==> src/hw/cd_tx_pkg.sv <==
// RAM write request, AXI4-Lite channel payloads, register map, framer states
// and CRC-16 constants shared by the CDBUS transmit path.

package cd_tx_pkg;

    typedef struct packed {
        logic       en;
        logic [7:0] addr;    // Byte offset within a buffer.
        logic [7:0] data;
    } ram_wr_t;

    typedef struct packed {
        logic [11:0] addr;
    } axil_aw_t;

    typedef struct packed {
        logic [31:0] data;
        logic [3:0]  strb;
    } axil_w_t;

    typedef struct packed {
        logic [1:0] resp;
    } axil_b_t;

    typedef struct packed {
        logic [11:0] addr;
    } axil_ar_t;

    typedef struct packed {
        logic [31:0] data;
        logic [1:0]  resp;
    } axil_r_t;

    typedef enum logic [1:0] {
        RESP_OKAY   = 2'b00,
        RESP_SLVERR = 2'b10
    } axil_resp_e;

    typedef enum logic [11:0] {
        REG_CTRL   = 12'h000,    // Bit 0 requests a commit.
        REG_STATUS = 12'h004,    // Bit 0 tx_pending, bit 1 buf_full.
        REG_DATA   = 12'h100     // First word of the data window.
    } reg_addr_e;

    // One past the last word of the 256-word data window.
    localparam logic [11:0] DATA_END = 12'h500;

    typedef enum logic [2:0] {
        FR_IDLE,
        FR_LEN,
        FR_DATA,
        FR_CRC_LO,
        FR_CRC_HI,
        FR_DONE
    } framer_state_e;

    localparam logic [15:0] CRC_INIT = 16'hFFFF;
    localparam logic [15:0] CRC_POLY = 16'hA001;    // Reflected Modbus polynomial.

endpackage

==> src/hw/cd_sdpram.sv <==
// Simple dual-port byte RAM with a registered read port.
`timescale 1ns/1ps

module cd_sdpram #(
    parameter int A_WIDTH = 9
) (
    input  logic               clk,
    input  logic               cen,    // Active low.
    input  logic [A_WIDTH-1:0] ra,
    output logic [7:0]         rd,
    input  logic [A_WIDTH-1:0] wa,
    input  logic [7:0]         wd,
    input  logic               wen     // Active low.
);

    logic [7:0] mem [0:(2**A_WIDTH)-1];

    always_ff @(posedge clk) begin
        if (!cen) begin
            if (!wen) begin
                mem[wa] <= wd;
            end else begin
                rd <= mem[ra];    // Holds its value when not read.
            end
        end
    end

endmodule

==> src/hw/cd_tx_ram.sv <==
// Ping-pong transmit buffer: two frame buffers in one RAM, dirty flags
// and read/write buffer selection.
`timescale 1ns/1ps

module cd_tx_ram #(
    parameter int B_WIDTH = 9    // Total address width, two buffers.
) (
    input  logic               clk,
    input  logic               reset_n,

    input  logic [7:0]         rd_addr,
    input  logic               rd_en,
    input  logic               rd_done,
    output logic [7:0]         rd_byte,
    output logic               rd_valid,
    output logic               unread,

    input  cd_tx_pkg::ram_wr_t ram_wr,
    input  logic               commit,
    output logic               buf_full
);

    logic       rd_sel;
    logic       wr_sel;
    logic [1:0] dirty;

    assign unread   = dirty[rd_sel];
    assign buf_full = dirty[~wr_sel];    // A commit now would be dropped.

    // One shared enable, so a write in the same cycle steals the read.
    cd_sdpram #(
        .A_WIDTH(B_WIDTH)
    ) i_buf (
        .clk (clk),
        .cen (~rd_en & ~ram_wr.en),
        .ra  ({rd_sel, rd_addr[B_WIDTH-2:0]}),
        .rd  (rd_byte),
        .wa  ({wr_sel, ram_wr.addr[B_WIDTH-2:0]}),
        .wd  (ram_wr.data),
        .wen (~ram_wr.en)
    );

    always_ff @(posedge clk or negedge reset_n) begin
        if (!reset_n) begin
            rd_valid <= 1'b0;
        end else begin
            rd_valid <= rd_en & ~ram_wr.en;    // Low marks a collided read.
        end
    end

    always_ff @(posedge clk or negedge reset_n) begin
        if (!reset_n) begin
            rd_sel <= 1'b0;
            wr_sel <= 1'b0;
            dirty  <= 2'b00;
        end else begin
            if (commit && !dirty[~wr_sel]) begin
                dirty[wr_sel] <= 1'b1;
                wr_sel        <= ~wr_sel;
            end

            // Read and write sides never point at the same dirty bit here.
            if (rd_done && dirty[rd_sel]) begin
                dirty[rd_sel] <= 1'b0;
                rd_sel        <= ~rd_sel;
            end
        end
    end

endmodule

==> config.mk <==
export PLATFORM = sky130hd
export DESIGN_NAME = cd_tx_ram
export DESIGN_NICKNAME = d
export VERILOG_FILES = /design/src/hw/cd_tx_pkg.sv /design/src/hw/cd_sdpram.sv /design/src/hw/cd_tx_ram.sv
export SDC_FILE = /design/constraint.sdc
export NUM_CORES = 2
export LEC_CHECK = 0
export BUFFER_PORTS_ARGS = -buffer_cell sky130_fd_sc_hd__clkbuf_2
export CORE_UTILIZATION = 25
export DETAILED_ROUTE_END_ITERATION = 16
export SYNTH_ARGS = -nofsm -noshare
export SYNTH_HDL_FRONTEND = slang
export SYNTH_SLANG_ARGS = --single-unit
==> constraint.sdc <==
create_clock -name clk -period 6.83 [get_ports clk]
set_clock_uncertainty 0.2 [all_clocks]
set_input_delay 0.3415 -clock clk [delete_from_list [all_inputs] [get_ports clk]]
set_output_delay 0.3415 -clock clk [all_outputs]
set_load 0.05 [all_outputs]
==> metrics.txt <==
Mapped Cells=8273; first-pass GRT wire length=651 mm; WL/cell=26.8 um; WS Path Type=reg2reg; hold endpoint=dirty[1]; Netlist cell types=82; Worst-Skew Late Latency=990 ps; CP max stage cell=o311ai_0; Resize count post-CTS=0; total power=53.2 mW; CTS root buf=clkbuf_16; highest clock rate=229 MHz; aggregate global-route resource usage=13.8%; die width=806 um; largest net degree at the start of global routing=203; RSZ-0062 raised after global routing=no; final WL=465 mm; WP data required=7460 ps; ys async rst share=0.122%; outcome=finished, final reports clean; RR Startpoint=rd_sel; Seq cells post-synth=4109; vias in the first global route=83000; most common cell after layout, fill and taps aside=edfxtp_1; vias per cell=4.91; # IOs=41; iteration count of the initial detailed-routing pass=6; Via Count=85100; CTS tree=yes; Reg clk slew, reported paths=60 ps; nature of the critical path startpoint=register; die height=806 um; Die ar.=649000 um2; Fin Setup TNS=0 ps; core area=642000 um2; crit path max fanout=23; number of flops mapped to enable cells by yosys=4104; crit-path leading delay family=simple AND/OR/NAND/NOR gates; HP Start=commit; Hold Slack=90.7 ps; Worst Path Buf+Inv=2; grt ovf=0; FF-to-FF path depth=8; non-filler cells, final=17400; measured slew at the worst slew-check pin=1270 ps; Tmin final=4370 ps; Max clock buf depth=4; initial antenna violation count=34; layout cells sized above 1=17.1%; syn nets=8303; nets@finish=8451; Lkg Pwr=56.8 nW; Top FF cell, synth=edfxtp_1; worst path cell trace=inv_2, buf_4, nor2_1, nand2_1, o21ai_0, a31oi_1, o311ai_0, and4b_1; num rows=294; Yosys Warn Count=0; max_slew headroom=13.0%; end of the worst register-to-register path=i_buf.rd[2]; Iter 0 DRT Violations=11700; dpl hpwl=278 mm; MaxCap Viol Count=0; Worst VDD drop=0.257 mV; Synth Area per Inst=19.5 um2; Num CTS Buffers=407; HP Class=in2reg; Slew Limit Fails=0; Seq/Total Area, Yosys=76.4%; Power Dens Cells=288 nW/um2; commonest non-fill, non-tap cells in the layout=edfxtp_1, mux2i_1, nor2_1, mux4_2, clkbuf_16; Initial Util=25.1%; setup slack, reg-to-reg=2460 ps; crit share post-route=63.9%; Hold Violations, Final=0; post-synthesis cell area=161000 um2; top cells by area, synth=edfxtp_1, mux4_2, mux2i_1; Routed Antenna Nets=0; Max stage delay on crit path=970 ps; Area Growth Syn to Fin=14.4%; IO buf count=40; Setup crit end kind=register; CTS sink count=4109; CTS H-tree depth=5; placed cells=16600; share of the synthesized area in the top cell type=76.3%; area leader, netlist=edfxtp_1; DRC violations left=0; GPL Wtd Cong=0.836; endpoints failing setup=0; hold-critical path depth=4; Critical Path AT=5000 ps
-- flip-flops by register name (all words and copies together), names as in the netlist --
name / flops
i_buf.mem: 4096
i_buf.rd: 8
dirty: 2
rd_sel: 1
rd_valid: 1
wr_sel: 1
-- synth_stat cells, drive strengths merged, types with 4 or more instances --
master / count
o311ai: 7
a211oi: 47
edfxtp: 4104
o22ai: 230
o21a: 9
nand3: 50
a221oi: 18
o32ai: 9
a21o: 6
mux2i: 823
or4: 4
o31ai: 13
dfrtp: 5
mux2: 27
nand2b: 8
a22o: 4
nand2: 185
a311oi: 8
o22a: 4
nor2b: 13
a31oi: 32
nor3b: 7
a32oi: 6
nand3b: 4
o21ai: 126
a2bb2oi: 5
nand4: 16
a211o: 8
nor2: 620
a22oi: 38
nor3: 95
a21oi: 167
nor4: 40
inv: 10
and3b: 4
a2111oi: 16
clkbuf: 248
and3: 18
or3: 6
and2: 24
mux4: 622
buf: 292
o221ai: 236
o211ai: 13
-- area by class of cell --
type | instances | area, um2
clock inverter | 252 | 2110
timing repair buffer | 279 | 2840
multi-input combinational | 3614 | 34900
tap | 8584 | 10700
fill | 63000 | 458000
antenna | 10 | 25.0
sequential | 4109 | 123000
inverter | 10 | 52.6
clock buffer | 492 | 10600
-- report_power, final --
group | switching [mW] | total (mW) | internal (mW)
clock | 9.69 | 21.8 | 12.1
combinational | 2.51 | 3.47 | 0.967
sequential | 0.129 | 27.9 | 27.8
total | 12.3 | 53.2 | 40.8
-- metal layers --
| metal | up-vias | GRT usage (%) | part of all wire [%] |
|---|---|---|---|
| li1 | 34600 | - | - |
| met1 | 45400 | 19.3 | 41 |
| met2 | 4475 | 21.6 | 46 |
| met3 | 720 | 2.82 | 9.8 |
| met4 | 26 | 3.78 | 3.0 |
| met5 | - | 0 | 0.043 |
-- stage by stage --
step | setup slack, ps | util [%] | cell area [um2]
2_1_floorplan | 4030 | - | 161000
3_3_place_gp | 1390 | 26.7 | 172000
3_5_place_dp | 1760 | 26.7 | 172000
4_1_cts | 2530 | 28.7 | 185000
5_1_grt | 2440 | 28.7 | 185000
6_report | 2460 | 28.8 | 185000
-- worst max-delay path by stage --
stage / start / endpoint / slack [ps] / depth (start not counted)
finish: rd_sel / i_buf.rd[2] / 2460 / 8
global route: rd_sel / i_buf.rd[2] / 2440 / 8
global placement: rd_addr[2] / i_buf.rd[0] / 1390 / 9
detailed placement: rd_addr[1] / i_buf.rd[6] / 1760 / 10
floorplan: rd_addr[0] / i_buf.rd[4] / 4030 / 11
CTS: rd_sel / i_buf.rd[2] / 2530 / 8
-- worst reg2reg max path, stage by stage, from the launching register on --
cell	delay [ps]
dfrtp_4	810
inv_2	250
buf_4	310
nor2_1	940
nand2_1	200
o21ai_0	210
a31oi_1	60
o311ai_0	970
and4b_1	310
-- what timing repair did --
action / 4_1_cts / 5_1_grt
hold buffers: 16 / 0
setup buffers: 0 / 0
hold endpoints to repair: 677 / 0
-- logic make-up (layout without fill, tap and decap cells) --
group,Yosys count,count (layout),synth area share (%)
AND/OR/NAND/NOR,1111,1111,3.00
AO/OA/AOI/OAI,1031,1031,4.43
buffers and inverters,550,1033,2.14
other,0,10,0
flip-flops,4109,4109,76.4
multiplexers,1472,1472,14.0
Power figures use the tool's default switching activity.
