### src/hw/cd_tx_pkg.sv
// RAM write request, AXI4-Lite channel payloads, register map, framer states
// and CRC-16 constants shared by the CDBUS transmit path.

package cd_tx_pkg;

    typedef struct packed {
        logic       en;
        logic [7:0] addr;    // Byte offset within a buffer.
        logic [7:0] data;
    } ram_wr_t;

    typedef struct packed {
        logic [11:0] addr;
    } axil_aw_t;

    typedef struct packed {
        logic [31:0] data;
        logic [3:0]  strb;
    } axil_w_t;

    typedef struct packed {
        logic [1:0] resp;
    } axil_b_t;

    typedef struct packed {
        logic [11:0] addr;
    } axil_ar_t;

    typedef struct packed {
        logic [31:0] data;
        logic [1:0]  resp;
    } axil_r_t;

    typedef enum logic [1:0] {
        RESP_OKAY   = 2'b00,
        RESP_SLVERR = 2'b10
    } axil_resp_e;

    typedef enum logic [11:0] {
        REG_CTRL   = 12'h000,    // Bit 0 requests a commit.
        REG_STATUS = 12'h004,    // Bit 0 tx_pending, bit 1 buf_full.
        REG_DATA   = 12'h100     // First word of the data window.
    } reg_addr_e;

    // One past the last word of the 256-word data window.
    localparam logic [11:0] DATA_END = 12'h500;

    typedef enum logic [2:0] {
        FR_IDLE,
        FR_LEN,
        FR_DATA,
        FR_CRC_LO,
        FR_CRC_HI,
        FR_DONE
    } framer_state_e;

    localparam logic [15:0] CRC_INIT = 16'hFFFF;
    localparam logic [15:0] CRC_POLY = 16'hA001;    // Reflected Modbus polynomial.

endpackage

### src/hw/cd_axil_regs.sv
// AXI4-Lite register slave: control, status and the transmit data window.
`timescale 1ns/1ps

module cd_axil_regs (
    input  logic                clk,
    input  logic                reset_n,

    input  cd_tx_pkg::axil_aw_t aw,
    input  logic                aw_valid,
    output logic                aw_ready,
    input  cd_tx_pkg::axil_w_t  w,
    input  logic                w_valid,
    output logic                w_ready,
    output cd_tx_pkg::axil_b_t  b,
    output logic                b_valid,
    input  logic                b_ready,
    input  cd_tx_pkg::axil_ar_t ar,
    input  logic                ar_valid,
    output logic                ar_ready,
    output cd_tx_pkg::axil_r_t  r,
    output logic                r_valid,
    input  logic                r_ready,

    input  logic                tx_pending,
    input  logic                buf_full,
    output cd_tx_pkg::ram_wr_t  ram_wr,
    output logic                commit
);

    cd_tx_pkg::axil_aw_t aw_q;
    cd_tx_pkg::axil_w_t  w_q;
    logic                aw_held;
    logic                w_held;
    logic                aw_hs;
    logic                w_hs;
    logic                ar_hs;
    logic                wr_fire;
    logic                b_valid_n;
    logic                r_valid_n;
    logic [11:0]         wr_addr;
    cd_tx_pkg::axil_w_t  wr_cur;
    logic                wr_window;
    logic                wr_ctrl;
    logic                wr_mapped;
    logic                rd_mapped;

    function automatic logic in_window(input logic [11:0] a);
        return (a >= cd_tx_pkg::REG_DATA) && (a < cd_tx_pkg::DATA_END);
    endfunction

    function automatic logic [7:0] window_offset(input logic [11:0] a);
        logic [11:0] rel;
        rel = a - cd_tx_pkg::REG_DATA;
        return rel[9:2];    // One byte per 32-bit word.
    endfunction

    assign aw_hs = aw_valid & aw_ready;
    assign w_hs  = w_valid & w_ready;
    assign ar_hs = ar_valid & ar_ready;

    // Fire as soon as both halves are in, either latched or arriving now.
    assign wr_fire = (aw_held | aw_hs) & (w_held | w_hs);
    assign wr_addr = aw_held ? aw_q.addr : aw.addr;
    assign wr_cur  = w_held ? w_q : w;

    assign wr_window = in_window(wr_addr);
    assign wr_ctrl   = wr_addr == cd_tx_pkg::REG_CTRL;
    assign wr_mapped = wr_window | wr_ctrl | (wr_addr == cd_tx_pkg::REG_STATUS);
    assign rd_mapped = in_window(ar.addr) | (ar.addr == cd_tx_pkg::REG_CTRL)
                     | (ar.addr == cd_tx_pkg::REG_STATUS);

    assign b_valid_n = wr_fire | (b_valid & ~b_ready);
    assign r_valid_n = ar_hs | (r_valid & ~r_ready);

    always_ff @(posedge clk or negedge reset_n) begin
        if (!reset_n) begin
            aw_held  <= 1'b0;
            w_held   <= 1'b0;
            aw_ready <= 1'b0;
            w_ready  <= 1'b0;
            b_valid  <= 1'b0;
            ar_ready <= 1'b0;
            r_valid  <= 1'b0;
            ram_wr   <= '0;
            commit   <= 1'b0;
        end else begin
            aw_held  <= ~wr_fire & (aw_held | aw_hs);
            w_held   <= ~wr_fire & (w_held | w_hs);
            b_valid  <= b_valid_n;
            aw_ready <= ~b_valid_n & ~(~wr_fire & (aw_held | aw_hs));
            w_ready  <= ~b_valid_n & ~(~wr_fire & (w_held | w_hs));
            r_valid  <= r_valid_n;
            ar_ready <= ~r_valid_n;    // One read in flight.

            ram_wr.en   <= wr_fire & wr_window & wr_cur.strb[0];
            ram_wr.addr <= window_offset(wr_addr);
            ram_wr.data <= wr_cur.data[7:0];
            commit      <= wr_fire & wr_ctrl & wr_cur.strb[0] & wr_cur.data[0];
        end
    end

    always_ff @(posedge clk) begin
        if (aw_hs) begin
            aw_q <= aw;
        end
        if (w_hs) begin
            w_q <= w;
        end
        if (wr_fire) begin
            b.resp <= wr_mapped ? cd_tx_pkg::RESP_OKAY : cd_tx_pkg::RESP_SLVERR;
        end
        if (ar_hs) begin
            r.data <= (ar.addr == cd_tx_pkg::REG_STATUS) ?
                      {30'd0, buf_full, tx_pending} : 32'd0;
            r.resp <= rd_mapped ? cd_tx_pkg::RESP_OKAY : cd_tx_pkg::RESP_SLVERR;
        end
    end

endmodule

### config.mk
export PLATFORM = sky130hd
export DESIGN_NAME = cd_axil_regs
export DESIGN_NICKNAME = d
export VERILOG_FILES = /design/src/hw/cd_tx_pkg.sv /design/src/hw/cd_axil_regs.sv
export SDC_FILE = /design/constraint.sdc
export NUM_CORES = 1
export LEC_CHECK = 0
export BUFFER_PORTS_ARGS = -buffer_cell sky130_fd_sc_hd__buf_2
export CAP_MARGIN = 10
export CORE_UTILIZATION = 43
export DETAILED_ROUTE_END_ITERATION = 7
export PLACE_DENSITY = 0.8
export SLEW_MARGIN = 25
export SYNTH_ARGS = -nofsm -noshare
export SYNTH_HDL_FRONTEND = slang
export SYNTH_SLANG_ARGS = --single-unit
### constraint.sdc
create_clock -name clk -period 2.23 [get_ports clk]
set_input_delay 0.223 -clock clk [delete_from_list [all_inputs] [get_ports clk]]
set_output_delay 0.223 -clock clk [all_outputs]
set_load 0.02 [all_outputs]
==> metrics.txt <==
synth-to-layout area growth=20.0%; required time of the critical path=2.29 ns; Final Setup Violations=0; CP Launch Type=flop; GP Congestion=0.748; routed vias=1273; Die Ht=72.4 um; DRC violations left=0; Non-Filler Instances=297; ant diodes=0; pin count of the biggest net entering global routing=26; Slew Limit Headroom=0.612; Nets=301; Critical Path Sink Type=flop; Sink Count=50; max-slew violation count=0; Synth warnings=0; IO Pins=128; TritonCTS clock tree=yes; initial core utilization=0.448; share of cells above drive strength 1=0.417; unrepaired setup endpoints after global routing=false; commonest cells after routing, fill and taps aside=buf_2, conb_1, dfrtp_1, edfxtp_1, mux2_2; critical path cell sequence=or4_1 -> nor2_2 -> o21ai_0 -> a31o_2; Core Area=4750 um2; Critical Path Max Stage Delay=0.58 ns; fmax=538 MHz; Pre-antenna DRT Iters=4; class of the worst hold path=in2reg; Worst-path clk slew=0.10 ns; Final Power=2.77 mW; remaining antenna violation count=0; share of synthesized flip-flops with an asynchronous set or reset=0.500; commonest non-fill, non-tap cell in the layout=buf_2; Synth cell types=30; CP delay by family, top=simple AND/OR/NAND/NOR gates; Routed WL=3.53 mm; status=completed; worst-path fanout max=10; #FFs+latches synth=50; Avg Cell Area, Syn=13.7 um2; Leakage=1.18 nW; Max clock buf depth=2; Main synth FF type=edfxtp_1; clk_lat worst skew=0.30 ns; placed insts=288; number of global-route vias before repair=1183; CTS buffer count=5; Setup Skew=0.00923 ns; worst setup path class=reg2reg; Die Wd=72.4 um; Hold WS=0.100 ns; Worst-Margin Slew=0.581 ns; final core utilization=0.538; Seq/Total Area, Yosys=0.646; Final HPWL DP=2.69 mm; CTS Root Buffer Type=clkbuf_8; average wire per standard cell=11.9 um; row cnt=25; Total GRT Usage=0.145; Post-CTS Setup Bufs=0; Power Dens Cells=1080 nW/um2; CP bufs+invs=0; setup TNS=0 ns; first-pass GRT wire length=5.55 mm; Final period util=0.833; Mapped Area=2130 um2; fillers=437; Die ar.=5240 um2; Cells after Synth=155; Critical-path top delay cell=or4_1; max cap viols=0; min cycle time layout=1.86 ns; 1st-iter DRT viols=76; Arr. time, crit path=1.92 ns; final hold vios=0; post-CTS resize count=0; Post-synth EDFFs=25; vias per cell=4.29; Buffers on Ports=68; initial antenna violation count=0; H-Tree Depth=2; VDD IR-drop max=0.554 mV; GRT overflow=0
==> stage by stage <==
| step | cell area [um2] | worst slack, ns |
|---|---|---|
| floorplan | 2250 | 0.481 |
| global placement | 2430 | 0.370 |
| detailed placement | 2430 | 0.353 |
| CTS | 2560 | 0.329 |
| global route | 2560 | 0.225 |
| finish | 2560 | 0.372 |
==> layout make-up <==
type	instances	area [um2]	area share
flip-flops and latches	50	1380	0.538
multi-input cells	96	598	0.234
repair buffers	70	358	0.140
well taps	67	83.8	0.0328
clock buffers	5	68.8	0.0269
clock inverters	3	48.8	0.0191
inverters	6	22.5	0.00881
==> power by group <==
part           internal (mW)  switching, mW
Combinational          0.325          0.471
Sequential              1.20          0.123
Clock                  0.342          0.306
==> synthesized netlist by cell type, drive strengths merged, types with 2 or more instances <==
| cell | count | area (um2) |
|---|---|---|
| or2 | 3 | 18.8 |
| and3 | 2 | 12.5 |
| inv | 6 | 22.5 |
| or4 | 3 | 22.5 |
| nor4 | 2 | 12.5 |
| mux2i | 3 | 30.0 |
| o21ai | 3 | 15.0 |
| and2 | 2 | 12.5 |
| buf | 34 | 250 |
| nor2 | 11 | 43.8 |
| ha | 3 | 37.5 |
| edfxtp | 25 | 751 |
| nor3 | 2 | 10.0 |
| nand2 | 3 | 11.3 |
| a21oi | 3 | 15.0 |
| mux2 | 14 | 158 |
| dfrtp | 25 | 626 |
==> cells by family after synthesis <==
group	synth area share
flops	0.646
xor+xnor	0.00411
mux	0.0881
buf+inv	0.128
compound gates	0.0335
fa+ha+maj	0.0176
other cells	0.00176
simple gates	0.0810
==> layer usage <==
metal / vias up / global-route usage / part of all wire
li1: 626 / - / -
met1: 590 / 0.164 / 0.42
met2: 52 / 0.261 / 0.52
met3: 5 / 0.0444 / 0.056
met4: 0 / 0.0458 / 0.0094
met5: - / 0 / 0
==> sequential cells by signal (all words and copies together) (netlist names) <==
signal	cells
aw_held	1
commit	1
aw_ready	1
r	3
w_ready	1
b	1
w_held	1
aw_q	12
r_valid	1
ram_wr	17
w_q	9
ar_ready	1
b_valid	1
==> worst paths after layout <==
kind,startpoint,end,slack [ns],cells past startpoint
worst min register to register,w_q[9],ram_wr[5],0.49,1
max in group asynchronous,reset_n,ram_wr[13],1.42,2
min in group asynchronous,reset_n,ram_wr[2],0.43,2
worst max register to register,aw_held,b[1],0.37,4
worst max-delay path,aw_held,b[1],0.37,4
worst min-delay path,w[10],w_q[10],0.10,1
==> worst register-to-register path: cells and delay by family (launching register included) <==
family           cells  cell delay [ns]
AO/OA/AOI/OAI        2             0.35
flip-flops           1             0.53
AND/OR/NAND/NOR      2             0.74
==> timing repair <==
action                                  CTS  global route
hold buffers                              1             0
endpoints found under the hold margin    25             0
endpoints found under the setup margin    0             0
Note: power is estimated with default switching activity, not from simulation.
