`config.mk`:
```
export PLATFORM = sky130hd
export DESIGN_NAME = cd_tx_framer
export DESIGN_NICKNAME = d
export VERILOG_FILES = /design/src/hw/cd_tx_pkg.sv /design/src/hw/cd_tx_framer.sv
export SDC_FILE = /design/constraint.sdc
export NUM_CORES = 1
export LEC_CHECK = 0
export BUFFER_PORTS_ARGS = -buffer_cell sky130_fd_sc_hd__buf_2
export CORE_MARGIN = 5
export CORE_UTILIZATION = 53
export CTS_CLUSTER_SIZE = 14
export DETAILED_ROUTE_END_ITERATION = 12
export GPL_ROUTABILITY_DRIVEN = 0
export PLACE_DENSITY_LB_ADDON = 0.2
export SKIP_CTS_REPAIR_TIMING = 1
export SYNTH_ARGS = -nofsm -noshare
export SYNTH_HDL_FRONTEND = slang
export SYNTH_SLANG_ARGS = --single-unit
```
`constraint.sdc`:
```
create_clock -name clk -period 2.3 [get_ports clk]
set_input_delay 0.115 -clock clk [delete_from_list [all_inputs] [get_ports clk]]
set_output_delay 0.115 -clock clk [all_outputs]
set_load 0.05 [all_outputs]
```
`src/hw/cd_tx_pkg.sv`:
```
// RAM write request, AXI4-Lite channel payloads, register map, framer states
// and CRC-16 constants shared by the CDBUS transmit path.

package cd_tx_pkg;

    typedef struct packed {
        logic       en;
        logic [7:0] addr;    // Byte offset within a buffer.
        logic [7:0] data;
    } ram_wr_t;

    typedef struct packed {
        logic [11:0] addr;
    } axil_aw_t;

    typedef struct packed {
        logic [31:0] data;
        logic [3:0]  strb;
    } axil_w_t;

    typedef struct packed {
        logic [1:0] resp;
    } axil_b_t;

    typedef struct packed {
        logic [11:0] addr;
    } axil_ar_t;

    typedef struct packed {
        logic [31:0] data;
        logic [1:0]  resp;
    } axil_r_t;

    typedef enum logic [1:0] {
        RESP_OKAY   = 2'b00,
        RESP_SLVERR = 2'b10
    } axil_resp_e;

    typedef enum logic [11:0] {
        REG_CTRL   = 12'h000,    // Bit 0 requests a commit.
        REG_STATUS = 12'h004,    // Bit 0 tx_pending, bit 1 buf_full.
        REG_DATA   = 12'h100     // First word of the data window.
    } reg_addr_e;

    // One past the last word of the 256-word data window.
    localparam logic [11:0] DATA_END = 12'h500;

    typedef enum logic [2:0] {
        FR_IDLE,
        FR_LEN,
        FR_DATA,
        FR_CRC_LO,
        FR_CRC_HI,
        FR_DONE
    } framer_state_e;

    localparam logic [15:0] CRC_INIT = 16'hFFFF;
    localparam logic [15:0] CRC_POLY = 16'hA001;    // Reflected Modbus polynomial.

endpackage

```
`src/hw/cd_tx_framer.sv`:
```
// Transmit framer: reads a committed frame, streams it with valid/ready
// and appends the CRC-16, low byte first.
`timescale 1ns/1ps

module cd_tx_framer (
    input  logic       clk,
    input  logic       reset_n,

    input  logic       unread,
    input  logic [7:0] rd_byte,
    input  logic       rd_valid,
    output logic [7:0] rd_addr,
    output logic       rd_en,
    output logic       rd_done,

    output logic [7:0] tx_data,
    output logic       tx_valid,
    input  logic       tx_ready
);

    cd_tx_pkg::framer_state_e state;
    logic [8:0]  rd_ptr;     // Next offset to fetch.
    logic [8:0]  end_off;    // Last offset, length plus 2.
    logic        rd_pend;    // Read issued last cycle.
    logic        pf_full;
    logic [7:0]  pf_data;
    logic [15:0] crc;
    logic [15:0] crc_upd;
    logic        in_data;
    logic        tx_fire;
    logic        out_free;
    logic        arrive;
    logic        rd_retry;
    logic        rd_left;
    logic        take_pf;
    logic        take_rd;
    logic        fill_pf;
    logic        data_end;

    function automatic logic [15:0] crc_step(input logic [15:0] c, input logic [7:0] d);
        logic [15:0] v;
        v = c ^ {8'h00, d};
        for (int i = 0; i < 8; i++) begin
            v = v[0] ? ((v >> 1) ^ cd_tx_pkg::CRC_POLY) : (v >> 1);
        end
        return v;
    endfunction

    assign in_data  = state == cd_tx_pkg::FR_DATA;
    assign tx_fire  = tx_valid & tx_ready;
    assign out_free = ~tx_valid | tx_ready;
    assign arrive   = rd_pend & rd_valid;
    assign rd_retry = rd_pend & ~rd_valid;    // Lost to a host write.
    assign rd_left  = rd_ptr <= end_off;

    assign take_pf  = in_data & out_free & pf_full;
    assign take_rd  = in_data & out_free & ~pf_full & arrive;
    assign fill_pf  = in_data & ~out_free & arrive;
    assign data_end = in_data & out_free & ~pf_full & ~rd_pend & ~rd_left;
    assign crc_upd  = (in_data & tx_fire) ? crc_step(crc, tx_data) : crc;

    // One fetch at a time, and only with the prefetch slot free.
    assign rd_en = ((state == cd_tx_pkg::FR_IDLE) & unread)
                 | ((state == cd_tx_pkg::FR_LEN) & rd_retry)
                 | (in_data & (~rd_pend | rd_retry) & ~pf_full & rd_left);
    assign rd_addr = in_data ? rd_ptr[7:0] : 8'd2;

    always_ff @(posedge clk or negedge reset_n) begin
        if (!reset_n) begin
            state    <= cd_tx_pkg::FR_IDLE;
            rd_pend  <= 1'b0;
            rd_ptr   <= '0;
            pf_full  <= 1'b0;
            tx_valid <= 1'b0;
            rd_done  <= 1'b0;
        end else begin
            rd_pend <= rd_en;
            rd_done <= 1'b0;
            case (state)
                cd_tx_pkg::FR_IDLE: begin
                    if (unread) begin
                        state <= cd_tx_pkg::FR_LEN;
                    end
                end
                cd_tx_pkg::FR_LEN: begin
                    if (arrive) begin
                        rd_ptr <= '0;
                        state  <= cd_tx_pkg::FR_DATA;
                    end
                end
                cd_tx_pkg::FR_DATA: begin
                    if (arrive) begin
                        rd_ptr <= rd_ptr + 9'd1;
                    end
                    if (take_pf || take_rd || data_end) begin
                        tx_valid <= 1'b1;
                    end else if (out_free) begin
                        tx_valid <= 1'b0;
                    end
                    if (take_pf) begin
                        pf_full <= 1'b0;
                    end else if (fill_pf) begin
                        pf_full <= 1'b1;
                    end
                    if (data_end) begin
                        state <= cd_tx_pkg::FR_CRC_LO;
                    end
                end
                cd_tx_pkg::FR_CRC_LO: begin
                    if (tx_fire) begin
                        state <= cd_tx_pkg::FR_CRC_HI;
                    end
                end
                cd_tx_pkg::FR_CRC_HI: begin
                    if (tx_fire) begin
                        tx_valid <= 1'b0;
                        rd_done  <= 1'b1;    // Frees the buffer.
                        state    <= cd_tx_pkg::FR_DONE;
                    end
                end
                default: begin
                    state <= cd_tx_pkg::FR_IDLE;    // Let unread settle.
                end
            endcase
        end
    end

    always_ff @(posedge clk) begin
        if (state == cd_tx_pkg::FR_LEN && arrive) begin
            end_off <= {1'b0, rd_byte} + 9'd2;
        end
        if (state == cd_tx_pkg::FR_IDLE) begin
            crc <= cd_tx_pkg::CRC_INIT;
        end else if (in_data) begin
            crc <= crc_upd;
        end
        if (fill_pf) begin
            pf_data <= rd_byte;
        end
        if (take_pf) begin
            tx_data <= pf_data;
        end else if (take_rd) begin
            tx_data <= rd_byte;
        end else if (data_end) begin
            tx_data <= crc_upd[7:0];    // Includes the last data byte.
        end else if (state == cd_tx_pkg::FR_CRC_LO && tx_fire) begin
            tx_data <= crc[15:8];
        end
    end

endmodule

```
==> metrics.txt, run 1 <==
CTS Buf Count 9; most common cell after layout, fill and taps aside nand2_1; Slew @ Worst Pin 0.6470 ns; first-pass GRT wire length between 10 and 15 mm; CP Max Fanout 3; WP data arrival roughly 2.2 ns; largest cells by area after synthesis edfxtp_1, dfrtp_1, dfxtp_1; clock buffer depth 2; Yosys warnings 0; Vias/cell 5.446; RSZ-0062 raised after global routing yes; final hold slack roughly 0.021 ns; Rel. slew slack 0.5647; Initial Util 0.5504; Place WS -0.2506 ns; Tmin final between 2 and 2.5 ns; Max Cap Viol 0; grt ovf 0; Synth Register Bits between 50 and 60; TritonCTS clock tree done; main flop type after synthesis edfxtp_1; num rows 27; Max Clock Freq roughly 440 MHz; period utilisation layout 0.9949; clk sinks between 50 and 60; Worst setup EP type primary output; post-synthesis instance total between 300 and 400; Critical Path Source Type flip-flop; worst r2r src end_off[2]; share of cells above drive strength 1 0.2649; routed via count approximately 2400; antenna cells 0; antenna violations before repair 0; Clk Latency, worst-skew pair ~0.34 ns; sequential area share after synthesis 0.4826; Crit Reg-Reg Endpoint tx_data[2]; Die X 85.85 microns; nets a little under 400; drt wl/cell 15.41 microns; Post-Place Cells around 420; Hold Vio Cnt, Final 0; Register Area approximately 0.0015 sq mm; antenna-violating nets left 0; gr usage total 0.2052; die area around 0.0074 sq mm; post-route setup TNS 0 ns; Netlist cell types 48; Ports 32; Peak VDD IR 0.7777 mV; Yosys top cell by area edfxtp_1; fillcell total around 450; fin util 0.6913; Register-to-Register Path Depth 9; die height 85.85 microns; largest net degree at the start of global routing 19; Avg Inst Size Synth between 10 and 15 sq um; buffers added on ports 31; DR iter-0 viols roughly 150; hold endpoint pf_data[2]; Netlist Area Pre-Place 0.003049 sq mm; synthesis-to-layout area growth 25.61%; top-area cell type share of the netlist area 0.2462; footprint of the multi-input gates 0.001604 sq mm; vias in the first global route ~2300; clk_skew 0.008982 ns; Core Area about 0.0055 sq mm; R2R setup slack roughly 0.012 ns; Reg clk slew, reported paths roughly 0.070 ns; DR pass1 iterations 4; Post-synth EDFFs 25; setup slack after layout ~0.012 ns; Pwr Density 1381 mW/mm^2; Cell Count, Final, Fillers Out approximately 440; Worst Path Required 2.18 ns; clock root buffer clkbuf_8; max-slew violations 0; async set-or-reset flop fraction in the synthesized netlist 0.2807; commonest cells after routing, fill and taps aside nand2_1, buf_2, edfxtp_1, buf_4; cell leakage power between 1.5 and 2 nW; Worst Hold Launch rd_byte[2]; Setup Viol. Count Final 0; DRC viols 0; Hold WC Path Type in2reg; Synth Net Count about 330; DRT Wirelength a little under 7 mm; H-tree depth 3; status completed; hold path depth 1; critical path class reg2out; hpwl dp about 5 mm
==> area by class of cell <==
| class | instances | share of cell area |
|---|---|---|
| Clock buffer | 11 | 0.03986 |
| Clock inverter | 5 | 0.01405 |
| Inverter | 13 | 0.01274 |
| Multi-Input combinational cell | 223 | 0.4188 |
| Sequential cell | 57 | 0.3842 |
| Tap cell | 72 | 0.02352 |
| Timing Repair Buffer | 61 | 0.1068 |
==> synth_stat cells, types with 7 or more instances <==
master     n
ha_1      11
edfxtp_1  25
o21ai_0   13
xnor2_1   22
o211ai_1   9
dfxtp_1   16
nand3_1   16
clkbuf_1   7
inv_1     13
nor2_1    18
and2_1    10
a21oi_1   11
dfrtp_1   16
nand2_1   42
==> routing by layer <==
metal / global-route usage / vias to the layer above / part of all wire
li1: - / 1200 / -
met1: 0.2760 / 1143 / 0.46
met2: 0.3143 / 55 / 0.48
met3: 0.06916 / 9 / 0.053
met4: 0.06331 / 0 / 0.012
met5: 0 / - / 0
==> metrics by stage <==
step | total power, W | cell area (sq um)
2_1_floorplan | 0.003549 | 3085
3_3_place_gp | 0.004181 | 3490
3_5_place_dp | 0.004243 | 3490
4_1_cts | 0.005225 | 3696
5_1_grt | 0.005673 | 3830
6_report | 0.005289 | 3830
==> sequential cells by signal (all words and copies together), names as in the netlist <==
name and count:
tx_valid 1, pf_data 8, crc 16, rd_pend 1
pf_full 1, end_off 9, rd_ptr 9, tx_data 8
rd_done 1, state 3
==> cells by family after synthesis <==
kind of cell,synth area share
xor gates and xnor gates,0.1141
muxes,0.02339
AOI/OAI and AO/OA,0.1141
buffers and inverters,0.02955
adders and majority gates,0.04514
and+or+nand+nor,0.1912
DFF,0.4826
==> worst max-delay path by stage <==
stage | from | endpoint | cells after the start
after global placement | rd_ptr[2] | tx_data[2] | 7
final | rd_ptr[7] | rd_en | 8
after global routing | rd_ptr[2] | rd_en | 8
after CTS | rd_ptr[2] | rd_en | 8
after floorplan | tx_data[6] | tx_data[0] | 6
after detailed placement | rd_ptr[2] | tx_data[1] | 7
==> power by group <==
part           internal, W  switching [W]
Combinational      0.00129        0.00143
Clock             0.000562       0.000399
Sequential         0.00136       0.000245
==> worst max-delay path, stage by stage, from the launching register on <==
cell and delay (ns):
dfrtp_1 0.41, ha_4 0.26, a21oi_1 0.12, nand2_1 0.10, or3_1 0.39, a21oi_2 0.12
o211ai_1 0.12, o31ai_2 0.10, buf_6 0.21
No activity file was read; power rests on OpenSTA's default activity.
==> run 2, diff against run 1 <==
--- a/config.mk
+++ b/config.mk
@@ -5,6 +5,7 @@
 export SDC_FILE = /design/constraint.sdc
 export NUM_CORES = 1
 export LEC_CHECK = 0
+export ABC_AREA = 1
 export BUFFER_PORTS_ARGS = -buffer_cell sky130_fd_sc_hd__buf_2
 export CORE_MARGIN = 5
 export CORE_UTILIZATION = 53
==> metrics.txt, run 2 <==
Peak VDD IR 0.4177 mV; sequential area share after synthesis 0.4583; Vias/cell approximately 5; max reg flops 16; antenna-violating nets left 0; Die X between 80 and 90 microns; DRC viols 0; die area 0.007714 sq mm; top cells by count, synth nand2_1, inv_1, o21ai_0; Netlist Area Pre-Place ~0.0032 sq mm; gr usage total 0.2055; num rows 28; Slew @ Worst Pin 0.5081 ns; WP data arrival 2.11 ns; Reg with most FFs crc; Register Area about 0.0015 sq mm; DR pass1 iterations 4; Tmin final approximately 2.2 ns; Synth Register Bits 57; Core Area about 0.0059 sq mm; top-area cell type share of the netlist area 0.2338; DR iter-0 viols 157; most common cell after layout, fill and taps aside nand2_1; Critical Path Source Type flip-flop; clock root buffer clkbuf_8; antenna cells 0; status completed; buffers added on ports 31; Setup Viol. Count Final 0; DRT Wirelength roughly 7 mm; H-tree depth 3; Reg clk slew, reported paths approximately 0.07 ns; largest cells by area after synthesis edfxtp_1, nand2_1, dfrtp_1; max-slew violations 0; Initial Util 0.5423; clock buffer depth 2; main flop type after synthesis edfxtp_1; synthesis-to-layout area growth 19.29%; CTS Buf Count 9; antenna violations before repair 0; Max Cap Viol 0; Avg Inst Size Synth slightly below 8 sq um; Rel. slew slack 0.6609; post-synthesis instance total about 400; setup slack after layout 0.07947 ns; Ports 32; Worst setup EP type primary output; cell leakage power 1.854 nW; share of cells above drive strength 1 0.1872; Hold WC Path Type in2reg; period utilisation layout 0.9654; post-route setup TNS 0 ns; nets 489; Hold Vio Cnt, Final 0; drt wl/cell roughly 13 microns; Pwr Density approximately 580 mW/mm^2; TritonCTS clock tree done; Place WS around 0.11 ns; largest net degree at the start of global routing 18; async set-or-reset flop fraction in the synthesized netlist 0.2807; clk sinks 57; CP Max Fanout 3; count leader, synth nand2_1; Regs by FF count crc x16, end_off x9, rd_ptr x9; Yosys top cell by area edfxtp_1; critical path class reg2out; routed via count 2758; Synth Net Count about 440; Post-synth EDFFs 25; die height about 90 microns; Clk Latency, worst-skew pair roughly 0.34 ns; footprint of the multi-input gates around 0.0015 sq mm; Post-Place Cells about 520; hpwl dp 5.369 mm; Worst Path Required between 2 and 2.5 ns; vias in the first global route 2614; Netlist cell types 35; fillcell total roughly 500; first-pass GRT wire length 12.10 mm; clk_skew ~0.011 ns; grt ovf 0; commonest cells after routing, fill and taps aside nand2_1, inv_1, buf_2; Cell Count, Final, Fillers Out 545; Yosys warnings 0; Max Clock Freq 450.3 MHz
## run 2: changes by cell type after synthesis, sizes merged, moves of 10 or more
cell / delta
a21oi: +13
xnor2: -21
nor2: +13
and2: -10
nand2: +101
inv: +42
o21ai: +20
## run 2: layout make-up
class,instances,area share
clock buffers,10,0.03332
well taps,75,0.02450
flip-flops and latches,57,0.3848
inverters,57,0.05619
clock inverters,6,0.02810
repair buffers,48,0.07841
multi-input cells,292,0.3946
## run 2: report_power, final
group / switching, W / total, W / internal (W)
Sequential: 0.000000393 / 0.00106 / 0.00106
Clock: 0.000411 / 0.00113 / 0.000716
Combinational: 0.0000250 / 0.0000417 / 0.0000166
Total: 0.000437 / 0.00223 / 0.00179
## run 2: per-stage QoR
stage          total power, W  hold slack (ns)  cell area (sq um)  utilization
3_5_place_dp         0.001118          0.06341               3498       0.5909
2_1_floorplan        0.001091          -0.1806               3211            -
5_1_grt              0.002290         0.004363               3830       0.6469
4_1_cts              0.002238          -0.3112               3734       0.6306
6_report             0.002228         0.005334               3830       0.6469
3_3_place_gp         0.001117          0.05168               3498       0.5909
## run 2: critical path, stage by stage (launching register included)
cell and delay [ns]:
dfrtp_1 0.40, ha_1 0.32, nand2_2 0.08, or4_4 0.53
nand2_1 0.09, nand4_1 0.10, nand3_2 0.10, buf_8 0.15
## run 2: per-layer routing
metal / global-route usage / vias to the layer above / share of wire
li1: - / 1442 / -
met4: 0.08787 / 0 / 0.018
met3: 0.05174 / 11 / 0.049
met5: 0 / - / 0
met2: 0.3137 / 57 / 0.44
met1: 0.2778 / 1248 / 0.49
## run 2: path summary, 6_finish.rpt
path	startpoint	end	slack [ns]	depth (start not counted)
worst max-delay path	rd_ptr[6]	rd_en	0.08	7
worst min-delay path	rd_byte[5]	pf_data[5]	0.005	1
worst max register to register	rd_ptr[6]	tx_data[1]	0.10	7
worst min register to register	rd_ptr[8]	rd_ptr[8]	0.47	1
max in group asynchronous	reset_n	rd_ptr[3]	1.76	2
min in group asynchronous	reset_n	rd_pend	0.23	2
## run 2: logic make-up (layout without fill, tap and decap cells)
family                     count (synthesis)  count (layout)  share of synthesized area
xor gates and xnor gates                   8               8                    0.02182
AOI/OAI and AO/OA                         69              69                     0.1181
and+or+nand+nor                          204             204                     0.2829
buffers and inverters                     62             121                    0.07599
DFF                                       57              57                     0.4583
adders and majority gates                 11              11                    0.04287
==> run 3, diff against run 2 <==
--- a/config.mk
+++ b/config.mk
@@ -13,6 +13,7 @@
 export DETAILED_ROUTE_END_ITERATION = 12
 export GPL_ROUTABILITY_DRIVEN = 0
 export PLACE_DENSITY_LB_ADDON = 0.2
+export SETUP_SLACK_MARGIN = 0.4
 export SKIP_CTS_REPAIR_TIMING = 1
 export SYNTH_ARGS = -nofsm -noshare
 export SYNTH_HDL_FRONTEND = slang
==> metrics.txt, run 3 (same netlist as run 2, synthesis figures left out) <==
final hold slack between 0.015 and 0.02 ns; DR pass1 iterations 4; drt wl/cell roughly 14 microns; Final Cell Area 0.004135 sq mm; Max Clock Freq between 400 and 500 MHz; Post-Place Cells between 500 and 600; clk sinks 57; H-tree depth 3; dpl cell area 0.003531 sq mm; cell leakage power ~1.9 nW; TritonCTS clock tree done; Rel. slew slack 0.6952; fillcell total 451; critical path class reg2out; footprint of the multi-input gates roughly 0.0017 sq mm; total power between 0.002 and 0.0025 W; max-slew violations 0; clk_skew 0.007792 ns; largest net degree at the start of global routing 17; Setup Viol. Count Final 0; Peak VDD IR about 0.40 mV; die area between 0.007 and 0.008 sq mm; vias in the first global route approximately 2600; Slew @ Worst Pin around 0.46 ns; period utilisation layout 0.9808; share of cells above drive strength 1 0.2887; grt ovf 0; Regs by FF count crc x16, end_off x9, rd_ptr x9; Crit Reg-Reg Endpoint tx_data[6]; Pwr Density 544.8 mW/mm^2; Initial Util 0.5423; Register Area between 0.001 and 0.0015 sq mm; Worst setup EP type primary output; nets 504; CTS Buf Count 9; die height a little under 90 microns; Cell Count, Final, Fillers Out 560; Vias/cell 5.184; gr usage total 0.2117; Clk Latency, worst-skew pair roughly 0.33 ns; Tmin final around 2.3 ns; commonest cells after routing, fill and taps aside nand2_1, inv_1, buf_2; fin util 0.6984; Max Cap Viol 0; Reg with most FFs crc; synthesis-to-layout area growth 28.80%; WP data arrival ~2.1 ns; antenna violations before repair 0; clock buffer depth 2; Reg clk slew, reported paths around 0.07 ns; worst r2r src rd_ptr[7]; R2R setup slack approximately 0.15 ns; status completed; Register-to-Register Path Depth 10; antenna-violating nets left 0; antenna cells 0; num rows 28; Worst Path Required about 2.2 ns; first-pass GRT wire length approximately 12 mm; hpwl dp around 5.4 mm; RSZ-0062 raised after global routing yes; Critical Path Source Type flip-flop; most common cell after layout, fill and taps aside nand2_1; routed via count about 2900; max reg flops 16; Die X about 88 microns; Core Area 0.005921 sq mm; DRC viols 0; buffers added on ports 31; clock root buffer clkbuf_8; CP endpoint rd_en; Hold WC Path Type in2reg; Hold Vio Cnt, Final 0; CP Max Fanout 3; DR iter-0 viols between 150 and 200; DRT Wirelength 7.851 mm; launch point of the worst path rd_ptr[0]; Ports 32
## run 3: cell count changes in the layout (fill, tap and decap cells not counted), sizes merged
cell | before | now
inv | 55 | 57
clkinv | 5 | 4
buf | 45 | 59
## run 3: worst min path at each step
stage,start,end,depth (start not counted),slack (ns)
detailed placement,reset_n,rd_ptr[7],1,0.06
global route,rd_byte[5],pf_data[5],1,0.02
finish,rd_byte[5],pf_data[5],1,0.02
CTS,reset_n,rd_ptr[7],1,-0.30
floorplan,reset_n,pf_full,0,-0.18
global placement,reset_n,rd_ptr[7],1,0.05
## run 3: per-layer routing
layer	global-route usage	up-vias	part of all wire	routed length (microns)
li1	-	1479	-	-
met1	0.3003	1339	0.47	3670
met2	0.3185	71	0.46	3642
met3	0.04516	14	0.049	383
met4	0.07950	0	0.020	155
met5	0	-	0	0
## run 3: final cells by class
class,count,area share
Clock buffer,10,0.03328
Clock inverter,6,0.02542
Inverter,57,0.05356
Multi-Input combinational cell,292,0.4030
Sequential cell,57,0.3570
Tap cell,75,0.02269
Timing Repair Buffer,62,0.1029
Timing Repair inverter,1,0.002118
## run 3: worst max-delay path, stage by stage, from the launching register on
cell and delay (ns):
dfrtp_1 0.40, inv_2 0.10, ha_4 0.28, nand3_2 0.06, or4_4 0.51, nand2_2 0.07, nand4_1 0.12, nand3_2 0.13
buf_8 0.15
## run 3: power by group
part	total [W]	internal, W	switching [W]	leakage, nW
Clock	0.00115	0.000743	0.000408	0.126
Sequential	0.00106	0.00106	0.000000500	0.530
Combinational	0.0000424	0.0000167	0.0000257	1.29
Total	0.00225	0.00182	0.000434	1.95
## run 3: metrics by stage
stage	setup slack, ns	setup TNS, ns
floorplan	0.2900	0
global placement	0.2685	0
detailed placement	0.2069	0
CTS	-0.06286	-0.06286
global route	-0.06399	-0.06399
finish	0.04417	0
